### src/verilog/pic_decode_consts.svh
`ifndef PIC_DECODE_CONSTS_SVH
`define PIC_DECODE_CONSTS_SVH

// instruction word
`define PIC_INSTR_W 14 // mid-range program word

// Q phase counter
`define PIC_PHASE_W 2 // four phases per instruction cycle
`define PIC_PH_EXEC 2 // alu controls and register writes
`define PIC_PH_SEQ 3 // fetch, flush and pc controls

// instruction fields
`define PIC_DEST_BIT 7 // d bit of byte ops, 0 to w, 1 to f

// alu control
`define PIC_ALU_OP_W 4 // alu opcode width

`endif

### src/verilog/pic_decode_pkg.sv
`include "pic_decode_consts.svh"

package pic_decode_pkg;

	typedef logic [`PIC_INSTR_W-1:0] instr_t; // raw program word

	// alu function select, encoding shared with the alu
	typedef enum logic [`PIC_ALU_OP_W-1:0] {
		alu_add, // w + f or w + k
		alu_and,
		alu_zero, // clrf, clrw
		alu_com, // ones complement
		alu_dec,
		alu_inc,
		alu_or,
		alu_passlf, // pass literal or f as selected
		alu_passw, // movwf
		alu_rlf, // rotate left through carry
		alu_rrf, // rotate right through carry
		alu_sub,
		alu_swapf, // nibble swap
		alu_xor,
		alu_bc, // bit clear, also btfsc test
		alu_bs // bit set, also btfss test
	} alu_op_e;

	// how the sequencing phase finishes the instruction
	typedef enum logic [2:0] {
		flow_none, // unknown word, nothing happens
		flow_seq, // pc + 1, interrupt can be taken
		flow_skip_z, // decfsz, incfsz
		flow_skip_bit, // btfsc, btfss
		flow_jump, // goto
		flow_call,
		flow_ret, // return, retlw
		flow_retfie
	} flow_e;

	// alu inputs, 6 bits
	typedef struct packed {
		logic sel_l; // 1 literal, 0 file register
		alu_op_e op;
		logic status_wr_en; // update z, c, dc
	} alu_ctrl_t;

	// where the alu result goes
	typedef enum logic [1:0] {
		dest_none,
		dest_w,
		dest_f,
		dest_by_d // follow the d bit
	} dest_e;

	// one decoded instruction, 11 bits
	typedef struct packed {
		alu_ctrl_t alu;
		dest_e dest;
		flow_e flow;
	} decoded_t;

	// phase 3 controls, 9 bits
	typedef struct packed {
		logic instr_rd_en; // latch next program word
		logic instr_flush; // drop prefetched word
		logic pc_incr_en;
		logic pc_j_en; // load jump target
		logic pc_j_and_push_en; // load target, push return address
		logic pc_j_by_pop_en; // load from stack
		logic pc_j_to_isr; // load interrupt vector
		logic gie_set_en;
		logic gie_clr_en;
	} seq_ctrl_t;

endpackage

### src/verilog/alu_ctrl_gen.sv
`timescale 1ns/1ps
`include "pic_decode_consts.svh"

module alu_ctrl_gen (
	input logic [`PIC_PHASE_W-1:0] phase,
	input pic_decode_pkg::alu_ctrl_t alu_in,
	input pic_decode_pkg::dest_e dest,
	input logic dest_bit,
	output pic_decode_pkg::alu_ctrl_t alu,
	output logic w_wr_en,
	output logic f_wr_en
);

	logic exec_ph; // q3 of the cycle
	logic to_w; // result goes to w
	logic to_f; // result goes to f

	assign exec_ph = (phase == `PIC_PHASE_W'(`PIC_PH_EXEC));

	always_comb begin
		to_w = 1'b0;
		to_f = 1'b0;
		case (dest)
			pic_decode_pkg::dest_w: to_w = 1'b1;
			pic_decode_pkg::dest_f: to_f = 1'b1;
			pic_decode_pkg::dest_by_d: begin
				to_w = ~dest_bit; // d = 0
				to_f = dest_bit; // d = 1
			end
			default: begin
				to_w = 1'b0; // test-only and control words
				to_f = 1'b0;
			end
		endcase
	end

	// everything idle outside the execute phase
	assign alu = exec_ph ? alu_in : '0;
	assign w_wr_en = exec_ph & to_w;
	assign f_wr_en = exec_ph & to_f;

endmodule

### src/verilog/instr_decoder.sv
`timescale 1ns/1ps
`include "pic_decode_consts.svh"

module instr_decoder (
	input logic clk,
	input logic rst,
	input pic_decode_pkg::instr_t instr_current,
	input logic interrupt_flag,
	input logic status_z,
	input logic bit_test_res,
	output logic clkout,
	output pic_decode_pkg::alu_ctrl_t alu,
	output logic w_wr_en,
	output logic f_wr_en,
	output pic_decode_pkg::seq_ctrl_t seq
);

	logic [`PIC_PHASE_W-1:0] phase; // current q phase
	pic_decode_pkg::decoded_t decoded; // table lookup of instr_current

	q_phase_gen u_q_phase_gen (
		.clk (clk),
		.rst (rst),
		.phase (phase),
		.clkout (clkout)
	);

	opcode_classify u_opcode_classify (
		.instr (instr_current),
		.decoded (decoded)
	);

	// phase 2, alu and register writes
	alu_ctrl_gen u_alu_ctrl_gen (
		.phase (phase),
		.alu_in (decoded.alu),
		.dest (decoded.dest),
		.dest_bit (instr_current[`PIC_DEST_BIT]),
		.alu (alu),
		.w_wr_en (w_wr_en),
		.f_wr_en (f_wr_en)
	);

	// phase 3, fetch and pc
	seq_ctrl_gen u_seq_ctrl_gen (
		.phase (phase),
		.flow (decoded.flow),
		.interrupt_flag (interrupt_flag),
		.status_z (status_z),
		.bit_test_res (bit_test_res),
		.seq (seq)
	);

endmodule

### src/verilog/opcode_classify.sv
`timescale 1ns/1ps
`include "pic_decode_consts.svh"

module opcode_classify (
	input pic_decode_pkg::instr_t instr,
	output pic_decode_pkg::decoded_t decoded
);

	// general record builder
	function automatic pic_decode_pkg::decoded_t rec(
		input logic use_lit,
		input pic_decode_pkg::alu_op_e fn,
		input logic st_wr,
		input pic_decode_pkg::dest_e dst,
		input pic_decode_pkg::flow_e kind
	);
		pic_decode_pkg::decoded_t d;
		d.alu.sel_l = use_lit;
		d.alu.op = fn;
		d.alu.status_wr_en = st_wr;
		d.dest = dst;
		d.flow = kind;
		return d;
	endfunction

	// byte op on f, result to w or f by the d bit
	function automatic pic_decode_pkg::decoded_t byte_op(
		input pic_decode_pkg::alu_op_e fn,
		input logic st_wr,
		input pic_decode_pkg::flow_e kind
	);
		return rec(1'b0, fn, st_wr, pic_decode_pkg::dest_by_d, kind);
	endfunction

	// literal op, result always to w
	function automatic pic_decode_pkg::decoded_t lit_op(
		input pic_decode_pkg::alu_op_e fn,
		input logic st_wr,
		input pic_decode_pkg::flow_e kind
	);
		return rec(1'b1, fn, st_wr, pic_decode_pkg::dest_w, kind);
	endfunction

	// control-only word, no alu and no write
	function automatic pic_decode_pkg::decoded_t ctl_op(
		input pic_decode_pkg::flow_e kind
	);
		return rec(1'b0, pic_decode_pkg::alu_add, 1'b0, pic_decode_pkg::dest_none, kind);
	endfunction

	always_comb begin
		decoded = '0; // flow none, dest none
		casez (instr)
			// byte-oriented file ops
			14'b00_0111_????_????: decoded = byte_op(pic_decode_pkg::alu_add, 1'b1,
				pic_decode_pkg::flow_seq); // addwf
			14'b00_0101_????_????: decoded = byte_op(pic_decode_pkg::alu_and, 1'b1,
				pic_decode_pkg::flow_seq); // andwf
			14'b00_0001_????_????: decoded = byte_op(pic_decode_pkg::alu_zero, 1'b1,
				pic_decode_pkg::flow_seq); // clrf when d is 1, clrw when d is 0
			14'b00_1001_????_????: decoded = byte_op(pic_decode_pkg::alu_com, 1'b1,
				pic_decode_pkg::flow_seq); // comf
			14'b00_0011_????_????: decoded = byte_op(pic_decode_pkg::alu_dec, 1'b1,
				pic_decode_pkg::flow_seq); // decf
			14'b00_1011_????_????: decoded = byte_op(pic_decode_pkg::alu_dec, 1'b1,
				pic_decode_pkg::flow_skip_z); // decfsz
			14'b00_1010_????_????: decoded = byte_op(pic_decode_pkg::alu_inc, 1'b1,
				pic_decode_pkg::flow_seq); // incf
			14'b00_1111_????_????: decoded = byte_op(pic_decode_pkg::alu_inc, 1'b1,
				pic_decode_pkg::flow_skip_z); // incfsz
			14'b00_0100_????_????: decoded = byte_op(pic_decode_pkg::alu_or, 1'b1,
				pic_decode_pkg::flow_seq); // iorwf
			14'b00_1000_????_????: decoded = byte_op(pic_decode_pkg::alu_passlf, 1'b1,
				pic_decode_pkg::flow_seq); // movf sets z
			14'b00_1101_????_????: decoded = byte_op(pic_decode_pkg::alu_rlf, 1'b1,
				pic_decode_pkg::flow_seq); // rlf
			14'b00_1100_????_????: decoded = byte_op(pic_decode_pkg::alu_rrf, 1'b1,
				pic_decode_pkg::flow_seq); // rrf
			14'b00_0010_????_????: decoded = byte_op(pic_decode_pkg::alu_sub, 1'b1,
				pic_decode_pkg::flow_seq); // subwf
			14'b00_1110_????_????: decoded = byte_op(pic_decode_pkg::alu_swapf, 1'b0,
				pic_decode_pkg::flow_seq); // swapf leaves status alone
			14'b00_0110_????_????: decoded = byte_op(pic_decode_pkg::alu_xor, 1'b1,
				pic_decode_pkg::flow_seq); // xorwf
			14'b00_0000_1???_????: decoded = rec(1'b0, pic_decode_pkg::alu_passw, 1'b0,
				pic_decode_pkg::dest_f, pic_decode_pkg::flow_seq); // movwf, no status
			// bit ops, bit number in 9:7
			14'b01_00??_????_????: decoded = rec(1'b0, pic_decode_pkg::alu_bc, 1'b1,
				pic_decode_pkg::dest_f, pic_decode_pkg::flow_seq); // bcf
			14'b01_01??_????_????: decoded = rec(1'b0, pic_decode_pkg::alu_bs, 1'b1,
				pic_decode_pkg::dest_f, pic_decode_pkg::flow_seq); // bsf
			14'b01_10??_????_????: decoded = rec(1'b0, pic_decode_pkg::alu_bc, 1'b0,
				pic_decode_pkg::dest_none, pic_decode_pkg::flow_skip_bit); // btfsc, test only
			14'b01_11??_????_????: decoded = rec(1'b0, pic_decode_pkg::alu_bs, 1'b0,
				pic_decode_pkg::dest_none, pic_decode_pkg::flow_skip_bit); // btfss, test only
			// literal ops, k in 7:0
			14'b11_111?_????_????: decoded = lit_op(pic_decode_pkg::alu_add, 1'b1,
				pic_decode_pkg::flow_seq); // addlw
			14'b11_1001_????_????: decoded = lit_op(pic_decode_pkg::alu_and, 1'b1,
				pic_decode_pkg::flow_seq); // andlw
			14'b11_1000_????_????: decoded = lit_op(pic_decode_pkg::alu_or, 1'b1,
				pic_decode_pkg::flow_seq); // iorlw
			14'b11_00??_????_????: decoded = lit_op(pic_decode_pkg::alu_passlf, 1'b0,
				pic_decode_pkg::flow_seq); // movlw
			14'b11_01??_????_????: decoded = lit_op(pic_decode_pkg::alu_passlf, 1'b0,
				pic_decode_pkg::flow_ret); // retlw, k to w then pop
			14'b11_110?_????_????: decoded = lit_op(pic_decode_pkg::alu_sub, 1'b1,
				pic_decode_pkg::flow_seq); // sublw, k - w
			14'b11_1010_????_????: decoded = lit_op(pic_decode_pkg::alu_xor, 1'b1,
				pic_decode_pkg::flow_seq); // xorlw
			// control words
			14'b00_0000_0??0_0000: decoded = ctl_op(pic_decode_pkg::flow_seq); // nop
			14'b10_1???_????_????: decoded = ctl_op(pic_decode_pkg::flow_jump); // goto
			14'b10_0???_????_????: decoded = ctl_op(pic_decode_pkg::flow_call); // call
			14'b00_0000_0000_1000: decoded = ctl_op(pic_decode_pkg::flow_ret); // return
			14'b00_0000_0000_1001: decoded = ctl_op(pic_decode_pkg::flow_retfie); // retfie
			default: decoded = '0; // clrwdt, sleep and anything unlisted
		endcase
	end

endmodule

### src/verilog/q_phase_gen.sv
`timescale 1ns/1ps
`include "pic_decode_consts.svh"

module q_phase_gen (
	input logic clk,
	input logic rst,
	output logic [`PIC_PHASE_W-1:0] phase,
	output logic clkout
);

	// q1..q4 of the instruction cycle, counted as 0..3
	always_ff @(posedge clk) begin
		if (rst) begin
			phase <= '0; // restart at q1
		end else begin
			phase <= phase + `PIC_PHASE_W'(1); // wraps 3 -> 0
		end
	end

	// fosc/4, high for the first half of the cycle
	assign clkout = ~phase[`PIC_PHASE_W-1]; // high in phases 0 and 1

endmodule

### src/verilog/seq_ctrl_gen.sv
`timescale 1ns/1ps
`include "pic_decode_consts.svh"

module seq_ctrl_gen (
	input logic [`PIC_PHASE_W-1:0] phase,
	input pic_decode_pkg::flow_e flow,
	input logic interrupt_flag,
	input logic status_z,
	input logic bit_test_res,
	output pic_decode_pkg::seq_ctrl_t seq
);

	logic seq_ph; // q4 of the cycle
	logic skip_cond; // skip taken for this word

	assign seq_ph = (phase == `PIC_PHASE_W'(`PIC_PH_SEQ));

	// z for decfsz/incfsz, tested bit for btfsc/btfss
	assign skip_cond = (flow == pic_decode_pkg::flow_skip_z) ? status_z : bit_test_res;

	always_comb begin
		seq = '0;
		if (seq_ph) begin
			case (flow)
				pic_decode_pkg::flow_seq: begin
					if (interrupt_flag) begin // interrupt entry after single-cycle op
						seq.instr_flush = 1'b1;
						seq.pc_j_to_isr = 1'b1;
						seq.gie_clr_en = 1'b1; // no nesting
					end else begin
						seq.instr_rd_en = 1'b1;
						seq.pc_incr_en = 1'b1;
					end
				end
				pic_decode_pkg::flow_skip_z,
				pic_decode_pkg::flow_skip_bit: begin
					// interrupt not taken on a skip
					seq.pc_incr_en = 1'b1;
					seq.instr_flush = skip_cond; // next word becomes a nop
					seq.instr_rd_en = ~skip_cond;
				end
				pic_decode_pkg::flow_jump: begin
					seq.instr_flush = 1'b1;
					seq.pc_j_en = 1'b1; // goto target from k
				end
				pic_decode_pkg::flow_call: begin
					seq.instr_flush = 1'b1;
					seq.pc_j_and_push_en = 1'b1;
				end
				pic_decode_pkg::flow_ret: begin
					seq.instr_flush = 1'b1;
					seq.pc_j_by_pop_en = 1'b1; // top of stack
				end
				pic_decode_pkg::flow_retfie: begin
					seq.instr_flush = 1'b1;
					seq.pc_j_by_pop_en = 1'b1;
					seq.gie_set_en = 1'b1; // interrupts back on
				end
				default: seq = '0; // unknown word
			endcase
		end
	end

endmodule
### config.mk
export PLATFORM = sky130hd
export DESIGN_NAME = instr_decoder
export DESIGN_NICKNAME = d
export VERILOG_FILES = /design/src/verilog/pic_decode_pkg.sv /design/src/verilog/alu_ctrl_gen.sv /design/src/verilog/instr_decoder.sv /design/src/verilog/opcode_classify.sv /design/src/verilog/q_phase_gen.sv /design/src/verilog/seq_ctrl_gen.sv
export VERILOG_INCLUDE_DIRS = /design/src /design/src/verilog
export SDC_FILE = /design/constraint.sdc
export NUM_CORES = 1
export LEC_CHECK = 0
export ABC_CLOCK_PERIOD_IN_PS = 1650
export BUFFER_PORTS_ARGS = -buffer_cell sky130_fd_sc_hd__clkbuf_2
export CORE_MARGIN = 3
export CORE_UTILIZATION = 45
export CTS_BUF_LIST = sky130_fd_sc_hd__clkbuf_4
export DETAILED_ROUTE_END_ITERATION = 12
export PLACE_DENSITY = 0.88
export SYNTH_ARGS = -nofsm -noshare
export SYNTH_HDL_FRONTEND = slang
export SYNTH_SLANG_ARGS = --single-unit
export TNS_END_PERCENT = 10
### constraint.sdc
create_clock -name clk -period 1.65 [get_ports clk]
set_input_delay 0.0825 -clock clk [delete_from_list [all_inputs] [get_ports clk]]
set_output_delay 0.0825 -clock clk [all_outputs]
set_load 0.1 [all_outputs]
==> run metrics, run 1 <==
port bufs=36; HPWL Detailed=3060 um; Mapped Area=825 sq um; Sink Count=2; clock root cell=clkbuf_4; Post-synth EDFFs=0; Avg Cell Area, Syn=6.54 sq um; io pins=37; Clock Path Buffers=2; Main synth FF type=dfxtp_1; Err=[ERROR DPL-0033] detailed placement checks failed during check placement.; CTS resizes=12; FF+latch count, synth=2; Placer Congestion=0.871; DP Area=1480 sq um; H-tree Lvls=1; Initial Util=0.512; Exit stage=4_1_cts; Net Count, Synth=147; std cell rows=14; Ys Warns=0; Setup Buffers After CTS=5; CTS Buf Count=3; Die Wd=48.8 um; status=aborted with a tool error; post-synthesis sequential area ratio=0.0486; Async S/R FF share, synth=0; Yosys cell types=46; die span in y=48.8 um; CTS Hold Bufs=0; Post-Synthesis Cells=126
## metrics by stage
step | cells | hold WS [ps] | setup WS, ps | util | TNS (ps)
after detailed placement | 199 | 265 | -259 | 0.918 | -1470
after floorplan | 126 | 149 | -858 | - | -9000
after global placement | 199 | 252 | -134 | 0.918 | -720
## cell usage after synthesis, types with 2 or more instances
cell      instances  area [sq um]
nor2_1           18          67.6
o21a_1            2          15.0
buf_6             3          33.8
nand3_1           6          30.0
clkbuf_1          4          15.0
o21ai_0          11          55.1
buf_2             2          10.0
nor3_1            3          15.0
o21ai_1           3          15.0
o22ai_1           2          12.5
inv_1             9          33.8
buf_4             3          22.5
a21oi_1           7          35.0
ha_1              2          25.0
or2_1             2          12.5
nor2b_1           3          18.8
a31oi_1           2          12.5
dfxtp_1           2          40.0
nand2_1          13          48.8
mux2i_1           2          20.0
a22oi_1           2          15.0
## cell families after synthesis
logic type                 count (synthesis)  synth area share
DFF                                        2            0.0486
and+or+nand+nor                           57             0.376
adders and majority gates                  2            0.0303
AOI/OAI and AO/OA                         42             0.381
muxes                                      2            0.0243
buffers and inverters                     21             0.140
==> run 2, diff against run 1 <==
--- a/config.mk
+++ b/config.mk
@@ -8,11 +8,10 @@
 export LEC_CHECK = 0
 export ABC_CLOCK_PERIOD_IN_PS = 1650
 export BUFFER_PORTS_ARGS = -buffer_cell sky130_fd_sc_hd__clkbuf_2
-export CORE_MARGIN = 3
-export CORE_UTILIZATION = 45
-export CTS_BUF_LIST = sky130_fd_sc_hd__clkbuf_4
+export CORE_AREA = 3 3 64 66
 export DETAILED_ROUTE_END_ITERATION = 12
-export PLACE_DENSITY = 0.88
+export DIE_AREA = 0 0 67 69
+export PLACE_DENSITY_LB_ADDON = 0.15
 export SYNTH_ARGS = -nofsm -noshare
 export SYNTH_HDL_FRONTEND = slang
 export SYNTH_SLANG_ARGS = --single-unit
==> run metrics, run 2 <==
status=finished with violations; failing checks=negative setup slack; R2R Path Start=u_q_phase_gen.phase[0]; FF-to-FF setup slack=810 ps; die span in y=69 um (+41%); Sink Count=2 (unchanged); most frequent cells in the layout=39 x buf_4, 17 x nor2_1, 17 x buf_12, 16 x clkbuf_2, 12 x nand2_1; Pleak=0.000757 uW; Die Area=4620 sq um; Post-Place Worst Slack=-166 ps (+92.5 ps); Post-synth EDFFs=0 (unchanged); critical path type=primary input to output port; Net Count, Synth=147 (unchanged); CP Capture Point=seq[7]; post-route ant nets=0; post-synthesis sequential area ratio=0.0486 (unchanged); CTS tree=built; RSZ-0062 raised after global routing=true; port bufs=36 (unchanged); max FFs per register=2; max-slew violations=0; Post-Synthesis Cells=126 (unchanged); Overall Power=743 uW; Via density=4.78; Initial Util=0.227 (-0.285); First-pass DRT Iterations=4; commonest non-fill, non-tap cell in the layout=buf_4; Placer Congestion=0.851 (-2.3%); vias in the first global route=1216; Final setup viols=7; antenna violations before repair=0; Reg2Reg Depth=3; Worst slew margin=0.642; FF+latch count, synth=2 (unchanged); Clock Path Buffers=2 (unchanged); Async S/R FF share, synth=0 (unchanged); hold path start=rst; final hold slack=30.5 ps; drt wl/cell=13.1 um; Crit Reg-Reg Endpoint=u_q_phase_gen.phase[1]; placed cells=234 (+18%); top-count cell post-synth=nor2_1; Tcrit/Tclk final=1.05; Worst-Skew Late Latency=210 ps; largest net degree at the start of global routing=22; layout cells sized above 1=0.562; DP Area=1580 sq um (+6.8%); HPWL Detailed=2490 um (-19%); std cell rows=22 (+8); Post-Layout Inst Area=1770 sq um; Avg Cell Area, Syn=6.54 sq um (unchanged); Area contributors post-synth=nor2_1 8.2%, o21ai_0 6.7%, nand2_1 5.9%; Ant. Diodes=0; Worst setup EP type=output port; total track usage=0.143; Yosys cell types=46 (unchanged); CP cell instances=clkbuf_2 > buf_4 > nand2_1 > or3_4 > mux2i_1 > or2_1 > o221ai_2 > buf_12; Total Wirelength=3170 um; cell taking the most area after synthesis=nor2_1; CP arrival=1650 ps; Max IR drop VDD=0.401 mV; global-route wire length before repair=5400 um; Top Registers=u_q_phase_gen.phase: 2 flops; Least-Margin Pin Slew=539 ps; Critical Path Fanout Max=10; Core Footprint=3630 sq um; Post-Layout Cell Count=242; Yosys top cell area share=0.0819 (unchanged); Min-Delay Path Class=primary input to flip-flop; Main synth FF type=dfxtp_1; fmax=0.577 GHz; Setup crit start kind=primary input; CP max-delay cell=or3_4; io pins=37 (unchanged); DRC=0; area delta synth->final=114%; P per Cell Area=421 nW/um^2; Clk pin slew, worst setup/hold paths=30 ps; PnR worst setup slack=-84.4 ps; crit path launch=instr_current[9]; via count=1156; worst path required time=1570 ps; H-tree Lvls=1 (unchanged); initial DRC count=39; largest reg by FF count=u_q_phase_gen.phase; CTS Buf Count=3 (unchanged); top post-synthesis cells by count=18 x nor2_1, 13 x nand2_1, 11 x o21ai_0; Congestion Overflow GR=0; Worst Clk Skew=0.656 ps; Mapped Area=825 sq um (unchanged); final net count=217; Die Wd=67 um (+37%); Max stage delay on crit path=340 ps; Final Hold Viols=0; Ys Warns=0 (unchanged); clock root cell=clkbuf_8; Max-cap violations=0; crit path time final=1730 ps
-- run 2: cell counts after synthesis --
Identical to the previous run, type by type.
-- run 2: logic make-up (layout without fill, tap and decap cells) --
group                      Yosys count  count (layout)  share of synthesized area
AOI/OAI and AO/OA                   42              42                      0.381
adders and majority gates            2               2                     0.0303
muxes                                2               2                     0.0243
DFF                                  2               2                     0.0486
buffers and inverters               21              89                      0.140
and+or+nand+nor                     57              57                      0.376
-- run 2: where the power goes --
part           switching [uW]  leakage (uW)  internal, uW  total (uW)
Clock                    39.1     0.0000216           154         193
Sequential               5.54     0.0000172          54.4        59.9
Combinational             288      0.000718           202         490
-- run 2: what timing repair did --
action,4_1_cts,5_1_grt
hold buffers,0,0
setup buffers,5,0
pin swaps,9,6
setup endpoints to repair,9,11
resized for setup,10,15
-- run 2: worst min path at each step --
stage	endpoint	depth (start not counted)
floorplan	u_q_phase_gen.phase[0]	1
detailed placement	u_q_phase_gen.phase[1]	2
global route	u_q_phase_gen.phase[0]	2
finish	u_q_phase_gen.phase[1]	2
CTS	u_q_phase_gen.phase[1]	2
global placement	u_q_phase_gen.phase[0]	2
-- run 2: layout make-up --
cell class,count,area [sq um]
fill,382,1870
multi-input combinational,103,817
timing repair buffer,77,771
tap,48,60.1
sequential,2,42.5
clock buffer,3,41.3
inverter,9,33.8
-- run 2: per-stage QoR --
stage          setup TNS, ps   util
2_1_floorplan          -9000      -
5_1_grt                -1080  0.486
3_3_place_gp           -1090  0.435
4_1_cts                 -607  0.473
6_report                -319  0.486
3_5_place_dp           -1050  0.435
-- run 2: critical path: cells and delay by family --
kind / cells / cell delay [ps]
muxes: 1 / 140
and+or+nand+nor: 3 / 670
AOI/OAI and AO/OA: 1 / 220
buffers and inverters: 3 / 530
-- run 2: layer usage --
metal | global-route usage | up-vias | wire length [um]
li1 | - | 591 | -
met1 | 0.175 | 532 | 1330
met2 | 0.253 | 27 | 1690
met3 | 0.0163 | 6 | 106
met4 | 0.0405 | 0 | 48
met5 | 0 | - | 0
(Power assumes the default switching activity.)
==> run 3, diff against run 2 <==
--- a/config.mk
+++ b/config.mk
@@ -9,9 +9,11 @@
 export ABC_CLOCK_PERIOD_IN_PS = 1650
 export BUFFER_PORTS_ARGS = -buffer_cell sky130_fd_sc_hd__clkbuf_2
 export CORE_AREA = 3 3 64 66
+export CTS_BUF_LIST = sky130_fd_sc_hd__clkbuf_8 sky130_fd_sc_hd__clkbuf_16
 export DETAILED_ROUTE_END_ITERATION = 12
 export DIE_AREA = 0 0 67 69
 export PLACE_DENSITY_LB_ADDON = 0.15
+export SKIP_LAST_GASP = 1
 export SYNTH_ARGS = -nofsm -noshare
 export SYNTH_HDL_FRONTEND = slang
 export SYNTH_SLANG_ARGS = --single-unit
==> run metrics, run 3 (same netlist as run 2, synthesis figures left out) <==
Global Route met3 Usage=0.0163 (unchanged); Max IR drop VDD=0.401 mV (about the same); Initial Util=0.227 (unchanged); post-route ant nets=0 (unchanged); Pleak=0.000753 uW (-0.59%); antenna violations before repair=0 (unchanged); DP Area=1580 sq um (unchanged); Critical Path Fanout Max=10 (unchanged); Max-cap violations=0 (unchanged); failing checks=negative setup slack; crit path time final=1730 ps (-4.51 ps); Ant. Diodes=0 (unchanged); initial DRC count=43 (+10%); Tcrit/Tclk final=1.05 (-0.00274); Post-Layout Inst Area=1740 sq um (-1.3%); Least-Margin Pin Slew=538 ps (-0.172 ps); Top Registers=u_q_phase_gen.phase: 2 flops; Crit Reg-Reg Endpoint=u_q_phase_gen.phase[1]; placed cells=234 (unchanged); Final Hold Viols=0 (unchanged); GR peak layer=met2; Filler cells=384 (+0.52%); critical path type=primary input to output port; CP arrival=1650 ps (about the same); most frequent cells in the layout=40 x buf_4, 18 x nor2_1, 17 x clkbuf_2, 17 x buf_12, 13 x nand2_1; Placer Congestion=0.851 (unchanged); R2R Path Start=u_q_phase_gen.phase[0]; Clk pin slew, worst setup/hold paths=30 ps (about the same); Total Wirelength=3100 um (-2.2%); DRC=0 (unchanged); Hold Crit Endpoint=u_q_phase_gen.phase[1]; CTS Hold Bufs=0 (unchanged); largest net degree at the start of global routing=22 (unchanged); Worst Clk Skew=0.917 ps (+0.261 ps); CP max-delay cell=or3_4; port bufs=36 (unchanged); CTS tree=built; First-pass DRT Iterations=4 (unchanged); vias in the first global route=1216 (unchanged); max FFs per register=2 (unchanged); Clock Path Buffers=2 (unchanged); met2 Usage GRT=0.253 (unchanged); HPWL Detailed=2490 um (unchanged); Congestion Overflow GR=0 (unchanged); Setup crit start kind=primary input; Die Wd=67 um (unchanged); PnR worst setup slack=-79.9 ps (+4.51 ps); final net count=217 (unchanged); H-tree Lvls=1 (unchanged); std cell rows=22 (unchanged); fmax=0.578 GHz (+0.26%); drt wl/cell=12.8 um (-2.2%); global-route wire length before repair=5400 um (unchanged); commonest non-fill, non-tap cell in the layout=buf_4; max-slew violations=0 (unchanged); Post-Layout Cell Count=242 (unchanged); Final setup viols=8 (+1); area delta synth->final=111%; status=finished with violations; CTS Buf Count=3 (unchanged); Worst-Skew Late Latency=210 ps (about the same); die span in y=69 um (unchanged); Die Area=4620 sq um (unchanged); worst path required time=1570 ps (about the same); largest reg by FF count=u_q_phase_gen.phase; FF-to-FF setup slack=760 ps (-50 ps); Reg2Reg Depth=3 (unchanged); hold path depth=2 (unchanged); layout cells sized above 1=0.526 (-0.0361); CP cell instances=clkbuf_2 > buf_4 > nand2_1 > or3_4 > mux2i_1 > or2_1 > o221ai_2 > buf_12; RSZ-0062 raised after global routing=true; clock root cell=clkbuf_8; io pins=37 (unchanged); Max stage delay on crit path=340 ps (about the same); via count=1148 (-0.69%); Sink Count=2 (unchanged); total track usage=0.143 (unchanged); Min-Delay Path Class=primary input to flip-flop; Via density=4.74 (-0.69%); hold path start=rst; Core Footprint=3630 sq um (unchanged); Worst slew margin=0.643 (about the same); Worst setup EP type=output port; P per Cell Area=423 nW/um^2 (+0.39%); met1 usage=0.175 (unchanged)
-- run 3: cell types whose count changed in the layout (fill, tap and decap cells not counted), sizes merged --
cell | previous run | this run
buf | 60 | 59
clkbuf | 20 | 21
-- run 3: layout make-up --
class / count / area (sq um) / area share
timing repair buffer: 77 / 767 / 0.440
multi-input combinational: 103 / 800 / 0.459
inverter: 9 / 33.8 / 0.0194
sequential: 2 / 40.0 / 0.0230
clock buffer: 3 / 41.3 / 0.0237
tap: 48 / 60.1 / 0.0345
-- run 3: what timing repair did --
item | CTS | global route
pin swaps | 9 | 6
resized for setup | 9 | 6
setup endpoints to repair | 9 | 11
setup buffers | 5 | 0
-- run 3: per-layer routing --
metal	wire, um	vias up
met5	0	-
met4	27	0
met3	107	4
met2	1640	28
met1	1330	524
li1	-	592
-- run 3: power breakdown --
part           switching, uW  internal [uW]  leakage, uW
combinational            284            199     0.000714
clock                   39.4            154    0.0000216
sequential              5.49           53.4    0.0000167
-- run 3: worst max path at each step --
stage                      start     end  slack, ps  cells past startpoint
2_1_floorplan   instr_current[8]  seq[2]       -860                      7
3_3_place_gp    instr_current[9]  seq[1]       -160                      8
3_5_place_dp    instr_current[8]  seq[0]       -170                      9
4_1_cts        instr_current[11]  seq[7]       -120                      8
5_1_grt        instr_current[11]  seq[7]       -170                      9
6_report        instr_current[9]  seq[7]        -80                      8
-- run 3: worst max-delay path, delay by kind of cell --
kind	cells	cell delay (ps)
buffers and inverters	3	530
and+or+nand+nor	3	670
AOI/OAI and AO/OA	1	220
muxes	1	140
-- run 3: stage by stage --
| stage | utilization | setup slack (ps) | setup TNS [ps] | hold slack (ps) | total power, uW |
|---|---|---|---|---|---|
| after global routing | 0.479 | -168 | -1470 | 52.4 | 790 |
| final | 0.479 | -79.9 | -337 | 36.5 | 736 |
| after detailed placement | 0.435 | -166 | -1050 | 255 | 513 |
| after CTS | 0.471 | -117 | -619 | 32.5 | 738 |
| after global placement | 0.435 | -161 | -1090 | 251 | 510 |
| after floorplan | - | -858 | -9000 | 149 | 343 |
